[config.mk]
export PLATFORM = sky130hd
export DESIGN_NAME = menu_screen
export DESIGN_NICKNAME = d
export VERILOG_FILES = /design/src/video_pkg.sv /design/src/menu_pkg.sv /design/src/menu_screen.sv /design/src/pixel_painter.sv /design/src/pointer_latch.sv /design/src/pointer_tracker.sv /design/src/video_timing.sv
export SDC_FILE = /design/constraint.sdc
export NUM_CORES = 1
export LEC_CHECK = 0
export BUFFER_PORTS_ARGS = -buffer_cell sky130_fd_sc_hd__buf_2
export CAP_MARGIN = 20
export CORE_UTILIZATION = 34
export DETAILED_ROUTE_END_ITERATION = 10
export SLEW_MARGIN = 20
export SYNTH_ARGS = -nofsm -noshare
export SYNTH_HDL_FRONTEND = slang
export SYNTH_SLANG_ARGS = --single-unit
[constraint.sdc]
create_clock -name in_clk -period 3.4 [get_ports in_clk]
set_clock_uncertainty 0.1 [all_clocks]
set_input_delay 0.68 -clock in_clk [delete_from_list [all_inputs] [get_ports in_clk]]
set_output_delay 0.68 -clock in_clk [all_outputs]
set_load 0.05 [all_outputs]
[src/video_pkg.sv]
package video_pkg;

    //////////////////////////////
    // screen coordinates
    //////////////////////////////

    // wide enough for both counters, up to 799 and 524
    typedef logic [9:0] coord_t;

    //////////////////////////////
    // 640x480 timing
    //////////////////////////////

    // horizontal, in pixel clocks
    localparam coord_t h_active = 10'd640;
    localparam coord_t h_front  = 10'd16;
    localparam coord_t h_sync   = 10'd96;
    localparam coord_t h_back   = 10'd48;
    localparam coord_t h_total  = h_active + h_front + h_sync + h_back;

    // vertical, in lines
    localparam coord_t v_active = 10'd480;
    localparam coord_t v_front  = 10'd10;
    localparam coord_t v_sync   = 10'd2;
    localparam coord_t v_back   = 10'd33;
    localparam coord_t v_total  = v_active + v_front + v_sync + v_back;

    // decode points for the counters
    localparam coord_t h_sync_start = h_active + h_front;
    localparam coord_t h_sync_end   = h_sync_start + h_sync;
    localparam coord_t h_last       = h_total - 10'd1;
    localparam coord_t v_sync_start = v_active + v_front;
    localparam coord_t v_sync_end   = v_sync_start + v_sync;
    localparam coord_t v_last       = v_total - 10'd1;

    //////////////////////////////
    // scan and output structs
    //////////////////////////////

    // hs and vs are active low
    typedef struct packed {
        coord_t x;
        coord_t y;
        logic   active;
        logic   hs;
        logic   vs;
    } scan_t;

    typedef struct packed {
        logic [3:0] r;
        logic [3:0] g;
        logic [3:0] b;
    } rgb_t;

    typedef struct packed {
        rgb_t rgb;
        logic hs;
        logic vs;
    } vga_out_t;

endpackage

[src/menu_pkg.sv]
package menu_pkg;

    //////////////////////////////
    // mouse and pointer types
    //////////////////////////////

    // dx and dy are 9-bit two's complement
    // buttons: bit 0 left, bit 1 right
    typedef struct packed {
        logic [8:0] dx;
        logic [8:0] dy;
        logic [2:0] buttons;
    } mouse_packet_t;

    // colour bit 0 red, bit 1 green, bit 2 blue
    typedef struct packed {
        video_pkg::coord_t x;
        video_pkg::coord_t y;
        logic [2:0]        colour;
    } pointer_t;

    // level 1 to 3
    typedef logic [1:0] difficulty_t;

    localparam video_pkg::coord_t pointer_size         = 10'd16;
    localparam logic [2:0]        pointer_reset_colour = 3'd2;
    localparam difficulty_t       difficulty_reset     = 2'd1;

    //////////////////////////////
    // menu geometry
    //////////////////////////////

    // all bounds inclusive
    localparam video_pkg::coord_t start_x_lo = 10'd240;
    localparam video_pkg::coord_t start_x_hi = 10'd330;
    localparam video_pkg::coord_t start_y_lo = 10'd285;
    localparam video_pkg::coord_t start_y_hi = 10'd307;

    // the three difficulty boxes share one row
    localparam video_pkg::coord_t diff_y_lo  = 10'd360;
    localparam video_pkg::coord_t diff_y_hi  = 10'd400;
    localparam video_pkg::coord_t diff1_x_lo = 10'd300;
    localparam video_pkg::coord_t diff1_x_hi = 10'd340;
    localparam video_pkg::coord_t diff2_x_lo = 10'd380;
    localparam video_pkg::coord_t diff2_x_hi = 10'd420;
    localparam video_pkg::coord_t diff3_x_lo = 10'd460;
    localparam video_pkg::coord_t diff3_x_hi = 10'd500;

    // point inside a box, edges included
    function automatic logic in_box(
        input video_pkg::coord_t x,
        input video_pkg::coord_t y,
        input video_pkg::coord_t x_lo,
        input video_pkg::coord_t x_hi,
        input video_pkg::coord_t y_lo,
        input video_pkg::coord_t y_hi
    );
        return (x >= x_lo) && (x <= x_hi) && (y >= y_lo) && (y <= y_hi);
    endfunction

endpackage

[src/menu_screen.sv]
`timescale 1ns/100ps

module menu_screen (
    input  logic                     in_clk,
    input  logic                     reset,
    input  logic                     packet_valid,
    input  menu_pkg::mouse_packet_t  packet,
    output video_pkg::vga_out_t      vga,
    output logic                     start,
    output menu_pkg::difficulty_t    difficulty
);

    video_pkg::scan_t       scan;
    menu_pkg::pointer_t     pointer;
    menu_pkg::pointer_t     shown_pointer;
    menu_pkg::difficulty_t  shown_difficulty;

    // raster position and syncs
    video_timing u_video_timing (
        .in_clk (in_clk),
        .reset  (reset),
        .scan   (scan)
    );

    // live pointer and menu choices
    pointer_tracker u_pointer_tracker (
        .in_clk       (in_clk),
        .reset        (reset),
        .packet_valid (packet_valid),
        .packet       (packet),
        .pointer      (pointer),
        .start        (start),
        .difficulty   (difficulty)
    );

    // per-frame copy for display
    pointer_latch u_pointer_latch (
        .in_clk           (in_clk),
        .reset            (reset),
        .scan             (scan),
        .pointer          (pointer),
        .difficulty       (difficulty),
        .shown_pointer    (shown_pointer),
        .shown_difficulty (shown_difficulty)
    );

    pixel_painter u_pixel_painter (
        .in_clk           (in_clk),
        .reset            (reset),
        .scan             (scan),
        .shown_pointer    (shown_pointer),
        .shown_difficulty (shown_difficulty),
        .vga              (vga)
    );

endmodule

[src/pixel_painter.sv]
`timescale 1ns/100ps

module pixel_painter (
    input  logic                   in_clk,
    input  logic                   reset,
    input  video_pkg::scan_t       scan,
    input  menu_pkg::pointer_t     shown_pointer,
    input  menu_pkg::difficulty_t  shown_difficulty,
    output video_pkg::vga_out_t    vga
);

    logic [10:0]       ptr_x_end;
    logic [10:0]       ptr_y_end;
    logic              on_pointer;
    logic              on_start;
    logic              on_diff1;
    logic              on_diff2;
    logic              on_diff3;
    logic              on_selected;
    video_pkg::rgb_t   colour;

    //////////////////////////////
    // region tests
    //////////////////////////////

    // last covered column and row, one bit wider than the screen
    assign ptr_x_end = {1'b0, shown_pointer.x} + {1'b0, menu_pkg::pointer_size} - 11'd1;
    assign ptr_y_end = {1'b0, shown_pointer.y} + {1'b0, menu_pkg::pointer_size} - 11'd1;

    assign on_pointer = (scan.x >= shown_pointer.x) && ({1'b0, scan.x} <= ptr_x_end)
                     && (scan.y >= shown_pointer.y) && ({1'b0, scan.y} <= ptr_y_end);

    assign on_start = menu_pkg::in_box(scan.x, scan.y,
                                       menu_pkg::start_x_lo, menu_pkg::start_x_hi,
                                       menu_pkg::start_y_lo, menu_pkg::start_y_hi);
    assign on_diff1 = menu_pkg::in_box(scan.x, scan.y,
                                       menu_pkg::diff1_x_lo, menu_pkg::diff1_x_hi,
                                       menu_pkg::diff_y_lo, menu_pkg::diff_y_hi);
    assign on_diff2 = menu_pkg::in_box(scan.x, scan.y,
                                       menu_pkg::diff2_x_lo, menu_pkg::diff2_x_hi,
                                       menu_pkg::diff_y_lo, menu_pkg::diff_y_hi);
    assign on_diff3 = menu_pkg::in_box(scan.x, scan.y,
                                       menu_pkg::diff3_x_lo, menu_pkg::diff3_x_hi,
                                       menu_pkg::diff_y_lo, menu_pkg::diff_y_hi);

    assign on_selected = (on_diff1 && (shown_difficulty == 2'd1))
                      || (on_diff2 && (shown_difficulty == 2'd2))
                      || (on_diff3 && (shown_difficulty == 2'd3));

    //////////////////////////////
    // colour select
    //////////////////////////////

    // pointer on top, then start box, then difficulty boxes
    always_comb begin
        if (!scan.active) begin
            colour = '{r: 4'd0, g: 4'd0, b: 4'd0};
        end else if (on_pointer) begin
            colour.r = {4{shown_pointer.colour[0]}};
            colour.g = {4{shown_pointer.colour[1]}};
            colour.b = {4{shown_pointer.colour[2]}};
        end else if (on_start) begin
            colour = '{r: 4'd15, g: 4'd15, b: 4'd15};
        end else if (on_selected) begin
            colour = '{r: 4'd0, g: 4'd15, b: 4'd0};
        end else if (on_diff1 || on_diff2 || on_diff3) begin
            colour = '{r: 4'd8, g: 4'd8, b: 4'd8};
        end else begin
            colour = '{r: 4'd0, g: 4'd0, b: 4'd0};
        end
    end

    // one cycle from scan to pins, syncs delayed to match
    always_ff @(posedge in_clk or negedge reset) begin
        if (!reset) begin
            vga.rgb <= '0;
            vga.hs  <= 1'b1;
            vga.vs  <= 1'b1;
        end else begin
            vga.rgb <= colour;
            vga.hs  <= scan.hs;
            vga.vs  <= scan.vs;
        end
    end

endmodule

[src/pointer_latch.sv]
`timescale 1ns/100ps

module pointer_latch (
    input  logic                   in_clk,
    input  logic                   reset,
    input  video_pkg::scan_t       scan,
    input  menu_pkg::pointer_t     pointer,
    input  menu_pkg::difficulty_t  difficulty,
    output menu_pkg::pointer_t     shown_pointer,
    output menu_pkg::difficulty_t  shown_difficulty
);

    logic sample;

    // first clock of the first blanking line
    assign sample = (scan.x == '0) && (scan.y == video_pkg::v_active);

    // snapshot once per frame so the picture never tears
    always_ff @(posedge in_clk or negedge reset) begin
        if (!reset) begin
            shown_pointer.x      <= '0;
            shown_pointer.y      <= '0;
            shown_pointer.colour <= menu_pkg::pointer_reset_colour;
            shown_difficulty     <= menu_pkg::difficulty_reset;
        end else if (sample) begin
            shown_pointer    <= pointer;
            shown_difficulty <= difficulty;
        end
    end

endmodule

[src/pointer_tracker.sv]
`timescale 1ns/100ps

module pointer_tracker (
    input  logic                     in_clk,
    input  logic                     reset,
    input  logic                     packet_valid,
    input  menu_pkg::mouse_packet_t  packet,
    output menu_pkg::pointer_t       pointer,
    output logic                     start,
    output menu_pkg::difficulty_t    difficulty
);

    logic signed [11:0]    x_sum;
    logic signed [11:0]    y_sum;
    video_pkg::coord_t     x_next;
    video_pkg::coord_t     y_next;
    logic [2:0]            colour_next;
    logic                  left;
    logic                  right;
    logic                  hit_start;
    logic                  hit_diff1;
    logic                  hit_diff2;
    logic                  hit_diff3;

    assign left  = packet.buttons[0];
    assign right = packet.buttons[1];

    //////////////////////////////
    // movement with clamping
    //////////////////////////////

    // screen y grows downward, mouse dy grows upward
    always_comb begin
        x_sum = $signed({2'b00, pointer.x}) + $signed({{3{packet.dx[8]}}, packet.dx});
        y_sum = $signed({2'b00, pointer.y}) - $signed({{3{packet.dy[8]}}, packet.dy});

        if (x_sum[11]) begin
            x_next = '0;
        end else if (x_sum[10:0] >= {1'b0, video_pkg::h_active}) begin
            x_next = video_pkg::h_active - 10'd1;
        end else begin
            x_next = x_sum[9:0];
        end

        if (y_sum[11]) begin
            y_next = '0;
        end else if (y_sum[10:0] >= {1'b0, video_pkg::v_active}) begin
            y_next = video_pkg::v_active - 10'd1;
        end else begin
            y_next = y_sum[9:0];
        end
    end

    // right wins over left, wraps mod 8
    always_comb begin
        if (right) begin
            colour_next = pointer.colour + 3'd1;
        end else if (left) begin
            colour_next = pointer.colour - 3'd1;
        end else begin
            colour_next = pointer.colour;
        end
    end

    //////////////////////////////
    // hit tests
    //////////////////////////////

    // position from before this packet
    assign hit_start = menu_pkg::in_box(pointer.x, pointer.y,
                                        menu_pkg::start_x_lo, menu_pkg::start_x_hi,
                                        menu_pkg::start_y_lo, menu_pkg::start_y_hi);
    assign hit_diff1 = menu_pkg::in_box(pointer.x, pointer.y,
                                        menu_pkg::diff1_x_lo, menu_pkg::diff1_x_hi,
                                        menu_pkg::diff_y_lo, menu_pkg::diff_y_hi);
    assign hit_diff2 = menu_pkg::in_box(pointer.x, pointer.y,
                                        menu_pkg::diff2_x_lo, menu_pkg::diff2_x_hi,
                                        menu_pkg::diff_y_lo, menu_pkg::diff_y_hi);
    assign hit_diff3 = menu_pkg::in_box(pointer.x, pointer.y,
                                        menu_pkg::diff3_x_lo, menu_pkg::diff3_x_hi,
                                        menu_pkg::diff_y_lo, menu_pkg::diff_y_hi);

    //////////////////////////////
    // state
    //////////////////////////////

    always_ff @(posedge in_clk or negedge reset) begin
        if (!reset) begin
            pointer.x      <= '0;
            pointer.y      <= '0;
            pointer.colour <= menu_pkg::pointer_reset_colour;
            start          <= 1'b0;
            difficulty     <= menu_pkg::difficulty_reset;
        end else if (packet_valid) begin
            pointer.x      <= x_next;
            pointer.y      <= y_next;
            pointer.colour <= colour_next;
            // start holds while left is down outside the box
            if (!left) begin
                start <= 1'b0;
            end else if (hit_start) begin
                start <= 1'b1;
            end
            if (left && hit_diff1) begin
                difficulty <= 2'd1;
            end else if (left && hit_diff2) begin
                difficulty <= 2'd2;
            end else if (left && hit_diff3) begin
                difficulty <= 2'd3;
            end
        end
    end

endmodule

[src/video_timing.sv]
`timescale 1ns/100ps

module video_timing (
    input  logic              in_clk,
    input  logic              reset,
    output video_pkg::scan_t  scan
);

    video_pkg::coord_t h_cnt;
    video_pkg::coord_t v_cnt;
    logic              line_end;
    logic              frame_end;
    logic              h_active_area;
    logic              v_active_area;
    logic              hs_pulse;
    logic              vs_pulse;

    //////////////////////////////
    // counters
    //////////////////////////////

    assign line_end  = (h_cnt == video_pkg::h_last);
    assign frame_end = (v_cnt == video_pkg::v_last);

    // column counter, runs every clock
    always_ff @(posedge in_clk or negedge reset) begin
        if (!reset) begin
            h_cnt <= '0;
        end else if (line_end) begin
            h_cnt <= '0;
        end else begin
            h_cnt <= h_cnt + 10'd1;
        end
    end

    // line counter, steps once at the end of each line
    always_ff @(posedge in_clk or negedge reset) begin
        if (!reset) begin
            v_cnt <= '0;
        end else if (line_end) begin
            if (frame_end) begin
                v_cnt <= '0;
            end else begin
                v_cnt <= v_cnt + 10'd1;
            end
        end
    end

    //////////////////////////////
    // decode
    //////////////////////////////

    assign h_active_area = (h_cnt < video_pkg::h_active);
    assign v_active_area = (v_cnt < video_pkg::v_active);

    // sync pulses sit between front and back porch
    assign hs_pulse = (h_cnt >= video_pkg::h_sync_start) && (h_cnt < video_pkg::h_sync_end);
    // v_cnt only moves at line start, so vs does too
    assign vs_pulse = (v_cnt >= video_pkg::v_sync_start) && (v_cnt < video_pkg::v_sync_end);

    always_comb begin
        scan.x      = h_cnt;
        scan.y      = v_cnt;
        scan.active = h_active_area && v_active_area;
        scan.hs     = ~hs_pulse;
        scan.vs     = ~vs_pulse;
    end

endmodule
==> run metrics, run 1 <==
Initial Util=34.8%; crit path to=u_pixel_painter.vga[12]$_DFF_PN0_; Mapped Area=around 6200 um^2; # DRC=0; first-pass GRT wire length=23300 um; vias in the first global route=about 4900; Max Root-Sink Buffers=2; Post-Synth Simple-Gate Area=16.7%; initial antenna violation count=0; clock root buffer=clkbuf_16; PwrDens=between 500 and 600 nW/um^2; Final #Nets=approximately 860; CP max-delay cell=a221o_2; H-tree depth=3; detailed-route via count=roughly 5200; compound-gate portion of the synthesized area=between 20 and 25%; Synth top area share=29.2%; grt peak-use layer=met2; register area share after synthesis=roughly a third; Global Route met2 Usage=24.3%; syn_nets=between 800 and 900; cell family with most CP delay=compound AO/OA/AOI/OAI gates; Design Power=between 0.003 and 0.004 W; Netlist cell types=69; R2R cell count=14; main area contributors after synthesis=dfrtp_1, ha_1, xnor2_1; Post-synth EDFFs=0; adder-cell share of the synthesized area=roughly 15%; Die ar.=roughly 19000 um^2; final period utilization=about 97%; # fillers=1836; most frequent cells in the layout=dfrtp_1, ha_1, o21ai_0; final worst path period need=approximately 3300 ps; critical-path cell list=inv_2 -> ha_4 -> or3b_4 -> and3_4 -> nand3_2 -> xnor2_2 -> ha_1 -> a21o_1 -> a211o_1 -> a211o_1 -> a221o_2 -> nor2_2 -> or2_1 -> a21oi_1; met1 usage=a little over a fifth; Finish-stage setup viols=0; Critical Path Fanout Max=5; worst reg2reg endpoint=u_pixel_painter.vga[12]$_DFF_PN0_; Max Slew Vio Count=0; gr ovfl total=0; largest net degree at the start of global routing=80; RePlAce Congestion=0.847; Worst slew margin=between 50% and 60%; Yosys Warn Count=0; ant diodes=0; Startpoint Class=flip-flop; DRT Wirelength=13800 um; FF+latch count, synth=79; wire length per cell=around 14 um; max-cap viol count=0; Clock transition at path regs=approximately 60 ps; post-synthesis mux area share=2.12%; required time worst endpoint=roughly 3500 ps; antenna viol nets, final=0; final hold violations=0; Top Ports=between 40 and 50; clock sinks=just under 80; Max VDD drop=between 0.3 and 0.4 mV; Crit path top cell by count=a211o_1; commonest non-fill, non-tap cell in the layout=dfrtp_1; total CTS buffers=9; kind of critical path=flip-flop to flip-flop; worst slack, placed=-0.159 ps; die span in x=roughly 140 um; 1st-iter DRT viols=about 370; TritonCTS clock tree=done; layout cell share with drive strength beyond 1=13.2%; Initial DRT Pass Iterations=6; Post-synth ARST share=100%; crit path capture type=flip-flop; fmax=around 300 MHz; Mapped Avg Cell Area=about 8.6 um^2; Clock Latency Late Sink=340 ps; FF-to-FF Start=u_pointer_latch.shown_pointer[14]$_DFFE_PN0P_; Worst Tran Pin Value=between 700 and 800 ps; leak pwr=between 3 and 4 nW; status=completed; area growth from synthesis to layout=13.2%; Top FF cell, synth=dfrtp_1; hold_buf cts=0; largest family of logic cells by synthesized area=compound AO/OA/AOI/OAI gates; Core Area=18000 um^2; Cell Rows=49; Global Route Usage Sum=around 16%; RSZ-0062 raised after global routing=true; cell depth of the worst setup path=14; Worst setup startpoint=u_pointer_latch.shown_pointer[14]$_DFFE_PN0P_; HP Class=input port to async pin; DP HPWL=roughly 10000 um; DR vias/cell=between 5 and 6; leading area contributor after synthesis=dfrtp_1; final core occ=about two fifths; CP arrival=approximately 3400 ps; Synth Area in XOR/XNOR=around 6.3%; internal reg-to-reg setup slack=~99 ps; met3 usage=approximately 2.1%; Die H=approximately 140 um; Buf+Inv Stages, Crit Path=1; Syn Inst Count=between 700 and 800; # port buffers=39; CP max stage delay=just over 400 ps; post-route setup slack=around 99 ps
[worst min-delay path by stage]
| stage | to | slack [ps] |
|---|---|---|
| global placement | u_pointer_tracker.pointer[2]$_DFFE_PN0P_ | 370 |
| finish | u_video_timing.h_cnt[4]$_DFF_PN0_ | 280 |
| floorplan | u_pixel_painter.vga[12]$_DFF_PN0_ | 280 |
| CTS | u_pointer_tracker.pointer[2]$_DFFE_PN0P_ | 390 |
| detailed placement | u_pointer_tracker.pointer[2]$_DFFE_PN0P_ | 390 |
| global route | u_video_timing.h_cnt[4]$_DFF_PN0_ | 340 |
[metrics by stage]
stage	instance area (um^2)	setup TNS, ps	cells	hold WS, ps
finish	7070	0	993	277
global route	7070	-106	993	344
CTS	7000	-66.5	991	395
detailed placement	6680	-0.159	975	387
global placement	6680	0	975	373
floorplan	6250	0	724	284
[area by class of cell]
class	count	area [um^2]	share of cell area [%]
Sequential cell	79	1980	28.1
Tap cell	229	287	4.05
Inverter	60	225	3.18
Clock inverter	5	81.3	1.15
Clock buffer	11	233	3.29
Multi-Input combinational cell	557	3960	56.0
Timing Repair Buffer	52	299	4.23
[synth_stat cells, types with 7 or more instances]
cell	count
dfrtp_1	73
ha_1	70
inv_1	60
o21ai_0	59
nand2_1	53
nor2_1	49
a21oi_1	42
xnor2_1	38
nor3_1	30
clkbuf_1	20
nand3_1	18
o21a_1	18
a21o_1	13
o22ai_1	12
mux2_2	10
nor4_1	10
nor2b_1	9
nand4_1	7
o31ai_1	7
xor2_1	7
[repair_timing]
action,in CTS,in global routing
endpoints found under the hold margin,0,0
pin swaps,0,9
gates resized for setup,0,13
endpoints found under the setup margin,5,6
buffers inserted,0,2
[state kept, by name (all words and copies together), names as in the netlist]
| signal | cells |
|---|---|
| u_pointer_tracker.pointer | 23 |
| u_pointer_tracker.difficulty | 2 |
| u_pointer_latch.shown_difficulty | 2 |
| u_video_timing.h_cnt | 10 |
| u_pointer_latch.shown_pointer | 23 |
| u_video_timing.v_cnt | 10 |
| u_pointer_tracker.start | 1 |
| u_pixel_painter.vga | 8 |
[layer usage]
metal	vias to the layer above	wire, um
met1	2458	7140
li1	2690	-
met5	-	0
met3	12	318
met2	74	6110
met4	0	199
[power breakdown]
part           internal [W]  total, W  switching [W]  leakage [nW]
sequential          0.00107   0.00128       0.000214          1.03
clock              0.000644   0.00102       0.000380         0.150
combinational      0.000683   0.00153       0.000851          1.93
[logic make-up (layout without fill, tap and decap cells)]
group / count (synthesis) / after routing
AO/OA/AOI/OAI: 215 / 215
AND/OR/NAND/NOR: 212 / 212
multiplexers: 12 / 12
flip-flops: 79 / 79
buffers and inverters: 88 / 128
XOR/XNOR: 45 / 45
adder cells (fa/ha/maj): 73 / 73
(Power assumes the default switching activity.)
==> run 2: changes to the inputs <==
- ABC_AREA: not set -> 1
- CORE_ASPECT_RATIO: not set -> 1.2
==> run metrics, run 2 <==
leading area contributor after synthesis=dfrtp_1; area growth from synthesis to layout=10.5%; # port buffers=39 (unchanged); RePlAce Congestion=0.868 (+2.6%); Startpoint Class=flip-flop; Buf+Inv Stages, Crit Path=3 (+2); Clock Latency Late Sink=330 ps (about the same); most frequent cells in the layout=nand2_1, inv_1, nor2_1; Global Route Usage Sum=15.3% (-0.20 points); gr ovfl total=0 (unchanged); ant diodes=0 (unchanged); final worst path period need=2890 ps (-415 ps); Syn Inst Count=959 (+32%); DRT Wirelength=14900 um (+8.0%); initial antenna violation count=0 (unchanged); final period utilization=84.9% (-12 points); clock sinks=79 (unchanged); total CTS buffers=9 (unchanged); Netlist cell types=51 (-26%); Sequential Area=1980 um^2 (unchanged); Top Ports=41 (unchanged); vias in the first global route=5819 (+18%); leak pwr=3.94 nW (+27%); biggest regs=u_pointer_latch.shown_pointer x23, u_pointer_tracker.pointer x23; Final #Nets=1088 (+27%); Multi-input gate area=4180 um^2 (+5.4%); post-CTS setup buffer count=0 (unchanged); required time worst endpoint=3570 ps (+50 ps); final hold violations=0 (unchanged); CTS resizes=0 (unchanged); first-pass GRT wire length=26200 um (+12%); HP Class=input port to async pin; largest net degree at the start of global routing=80 (unchanged); hold_buf cts=0 (unchanged); max-cap viol count=0 (unchanged); DP Area=7270 um^2 (+8.8%); kind of critical path=flip-flop to flip-flop; clock root buffer=clkbuf_16; main area contributors after synthesis=dfrtp_1, nand2_1, ha_1; RSZ-0062 raised after global routing=false; antenna viol nets, final=0 (unchanged); PwrDens=475 nW/um^2 (-13%); Cell Rows=56 (+14%); Core Area=19700 um^2 (+9.6%); Top FF cell, synth=dfrtp_1; die span in x=132 um (-4.2%); crit path capture type=flip-flop; Mapped Area=6870 um^2 (+9.9%); wire length per cell=11.8 um (-15%); detailed-route via count=6036 (+15%); critical-path cell list=inv_1 -> ha_1 -> nand3_1 -> nand2_1 -> nor2_2 -> nand3_1 -> xor2_1 -> ha_1 -> nand2_1 -> nor3_1 -> nand2_1 -> nand3_1 -> nand2_1 -> a21oi_1 -> nor2_1 -> nand2_1 -> nand2_1 -> inv_1 -> nand2_1 -> inv_1; Die ar.=20800 um^2 (+9.8%); Die H=158 um (+15%); 1st-iter DRT viols=309 (-17%); post-route setup slack=515 ps (+415 ps); syn_nets=1056 (+29%); cell family with most CP delay=simple AND/OR/NAND/NOR gates; Initial Util=34.9% (+0.10 points); # fillers=2088 (+14%); # DRC=0 (unchanged); fmax=347 MHz (+14%); worst slack, placed=535 ps (+535 ps); Synth top area share=26.6% (-2.6 points); Max VDD drop=0.359 mV (+7.3%); layout cell share with drive strength beyond 1=11.7% (-1.6 points); setup TNS=0 ps (unchanged); Post-synth EDFFs=0 (unchanged); Mapped Avg Cell Area=7.16 um^2 (-17%); Yosys Warn Count=0 (unchanged); CP arrival=3060 ps (-360 ps); Post-synth ARST share=100% (unchanged); Clock transition at path regs=60 ps (about the same); status=completed; Synth top cells by count=nand2_1, inv_1, nor2_1; Crit path top cell by count=nand2_1; CP max stage delay=380 ps (-30 ps); register area share after synthesis=28.9% (-2.9 points); Worst Tran Pin Value=700 ps (-20.7 ps); Finish-stage setup viols=0 (unchanged); FF+latch count, synth=79 (unchanged); post-route cell area=7590 um^2 (+7.3%); Max Root-Sink Buffers=2 (unchanged); H-tree depth=3 (unchanged); DP HPWL=12000 um (+14%); CP max-delay cell=dfrtp_1; Worst slew margin=53.4% (+1.4 points); Critical Path Fanout Max=4 (-1); Max Slew Vio Count=0 (unchanged); Initial DRT Pass Iterations=4 (-2); commonest non-fill, non-tap cell in the layout=nand2_1; DR vias/cell=4.81 (-8.8%); Design Power=0.00360 W (-6.2%); TritonCTS clock tree=done; most frequent cell after synthesis=nand2_1
-- run 2: final cells by class --
type,count,share of cell area (%)
clock inverter,5,1.10
timing repair buffer,40,2.75
clock buffer,10,3.02
multi-input combinational,706,55.0
inverter,155,7.67
tap,261,4.30
sequential,79,26.1
-- run 2: metrics by stage --
step	instances	util, %	hold WS, ps
final	1256	38.5	277
after global routing	1256	38.5	340
after CTS	1256	38.5	378
after detailed placement	1241	36.9	369
after global placement	1241	36.9	363
after floorplan	959	-	284
-- run 2: logic make-up after synthesis --
| kind of cell | Yosys count | share of synthesized area, % |
|---|---|---|
| compound gates | 125 | 10.6 |
| xor+xnor | 36 | 5.08 |
| fa+ha+maj | 73 | 13.6 |
| buf+inv | 174 | 10.4 |
| flops | 79 | 28.9 |
| mux | 2 | 0.437 |
| simple gates | 470 | 31.0 |
-- run 2: where the power goes --
part           internal, W  switching, W
sequential         0.00106      0.000149
combinational     0.000503      0.000873
clock             0.000640      0.000382
total              0.00220       0.00140
-- run 2: routing by layer --
| layer | GRT usage (%) | vias to the layer above | share of wire [%] |
|---|---|---|---|
| met1 | 18.8 | 2748 | 47 |
| met4 | 5.09 | 0 | 1.7 |
| met3 | 1.83 | 17 | 2.4 |
| met5 | 0 | - | 0 |
| met2 | 27.8 | 98 | 49 |
| li1 | - | 3173 | - |
-- run 2: final timing paths --
path	cells after the start	slack, ps	start	end
setup / recovery	20	510	u_pointer_latch.shown_pointer[3]$_DFFE_PN0P_	u_pixel_painter.vga[9]$_DFF_PN0_
hold / removal	1	280	reset	u_pointer_tracker.pointer[13]$_DFFE_PN0P_
setup reg to reg	20	510	u_pointer_latch.shown_pointer[3]$_DFFE_PN0P_	u_pixel_painter.vga[9]$_DFF_PN0_
hold reg to reg	2	370	u_pointer_latch.shown_pointer[1]$_DFFE_PN1P_	u_pointer_latch.shown_pointer[1]$_DFFE_PN1P_
max in group asynchronous	1	2450	reset	u_pointer_latch.shown_pointer[22]$_DFFE_PN0P_
min in group in_clk	2	370	u_pointer_latch.shown_pointer[1]$_DFFE_PN1P_	u_pointer_latch.shown_pointer[1]$_DFFE_PN1P_
-- run 2: worst register-to-register path: cells and delay by family, from the launching register on --
family | cells | cell delay, ps
adder cells (fa/ha/maj) | 2 | 520
AND/OR/NAND/NOR | 13 | 1250
AO/OA/AOI/OAI | 1 | 210
buffers and inverters | 3 | 210
flip-flops | 1 | 380
XOR/XNOR | 1 | 150
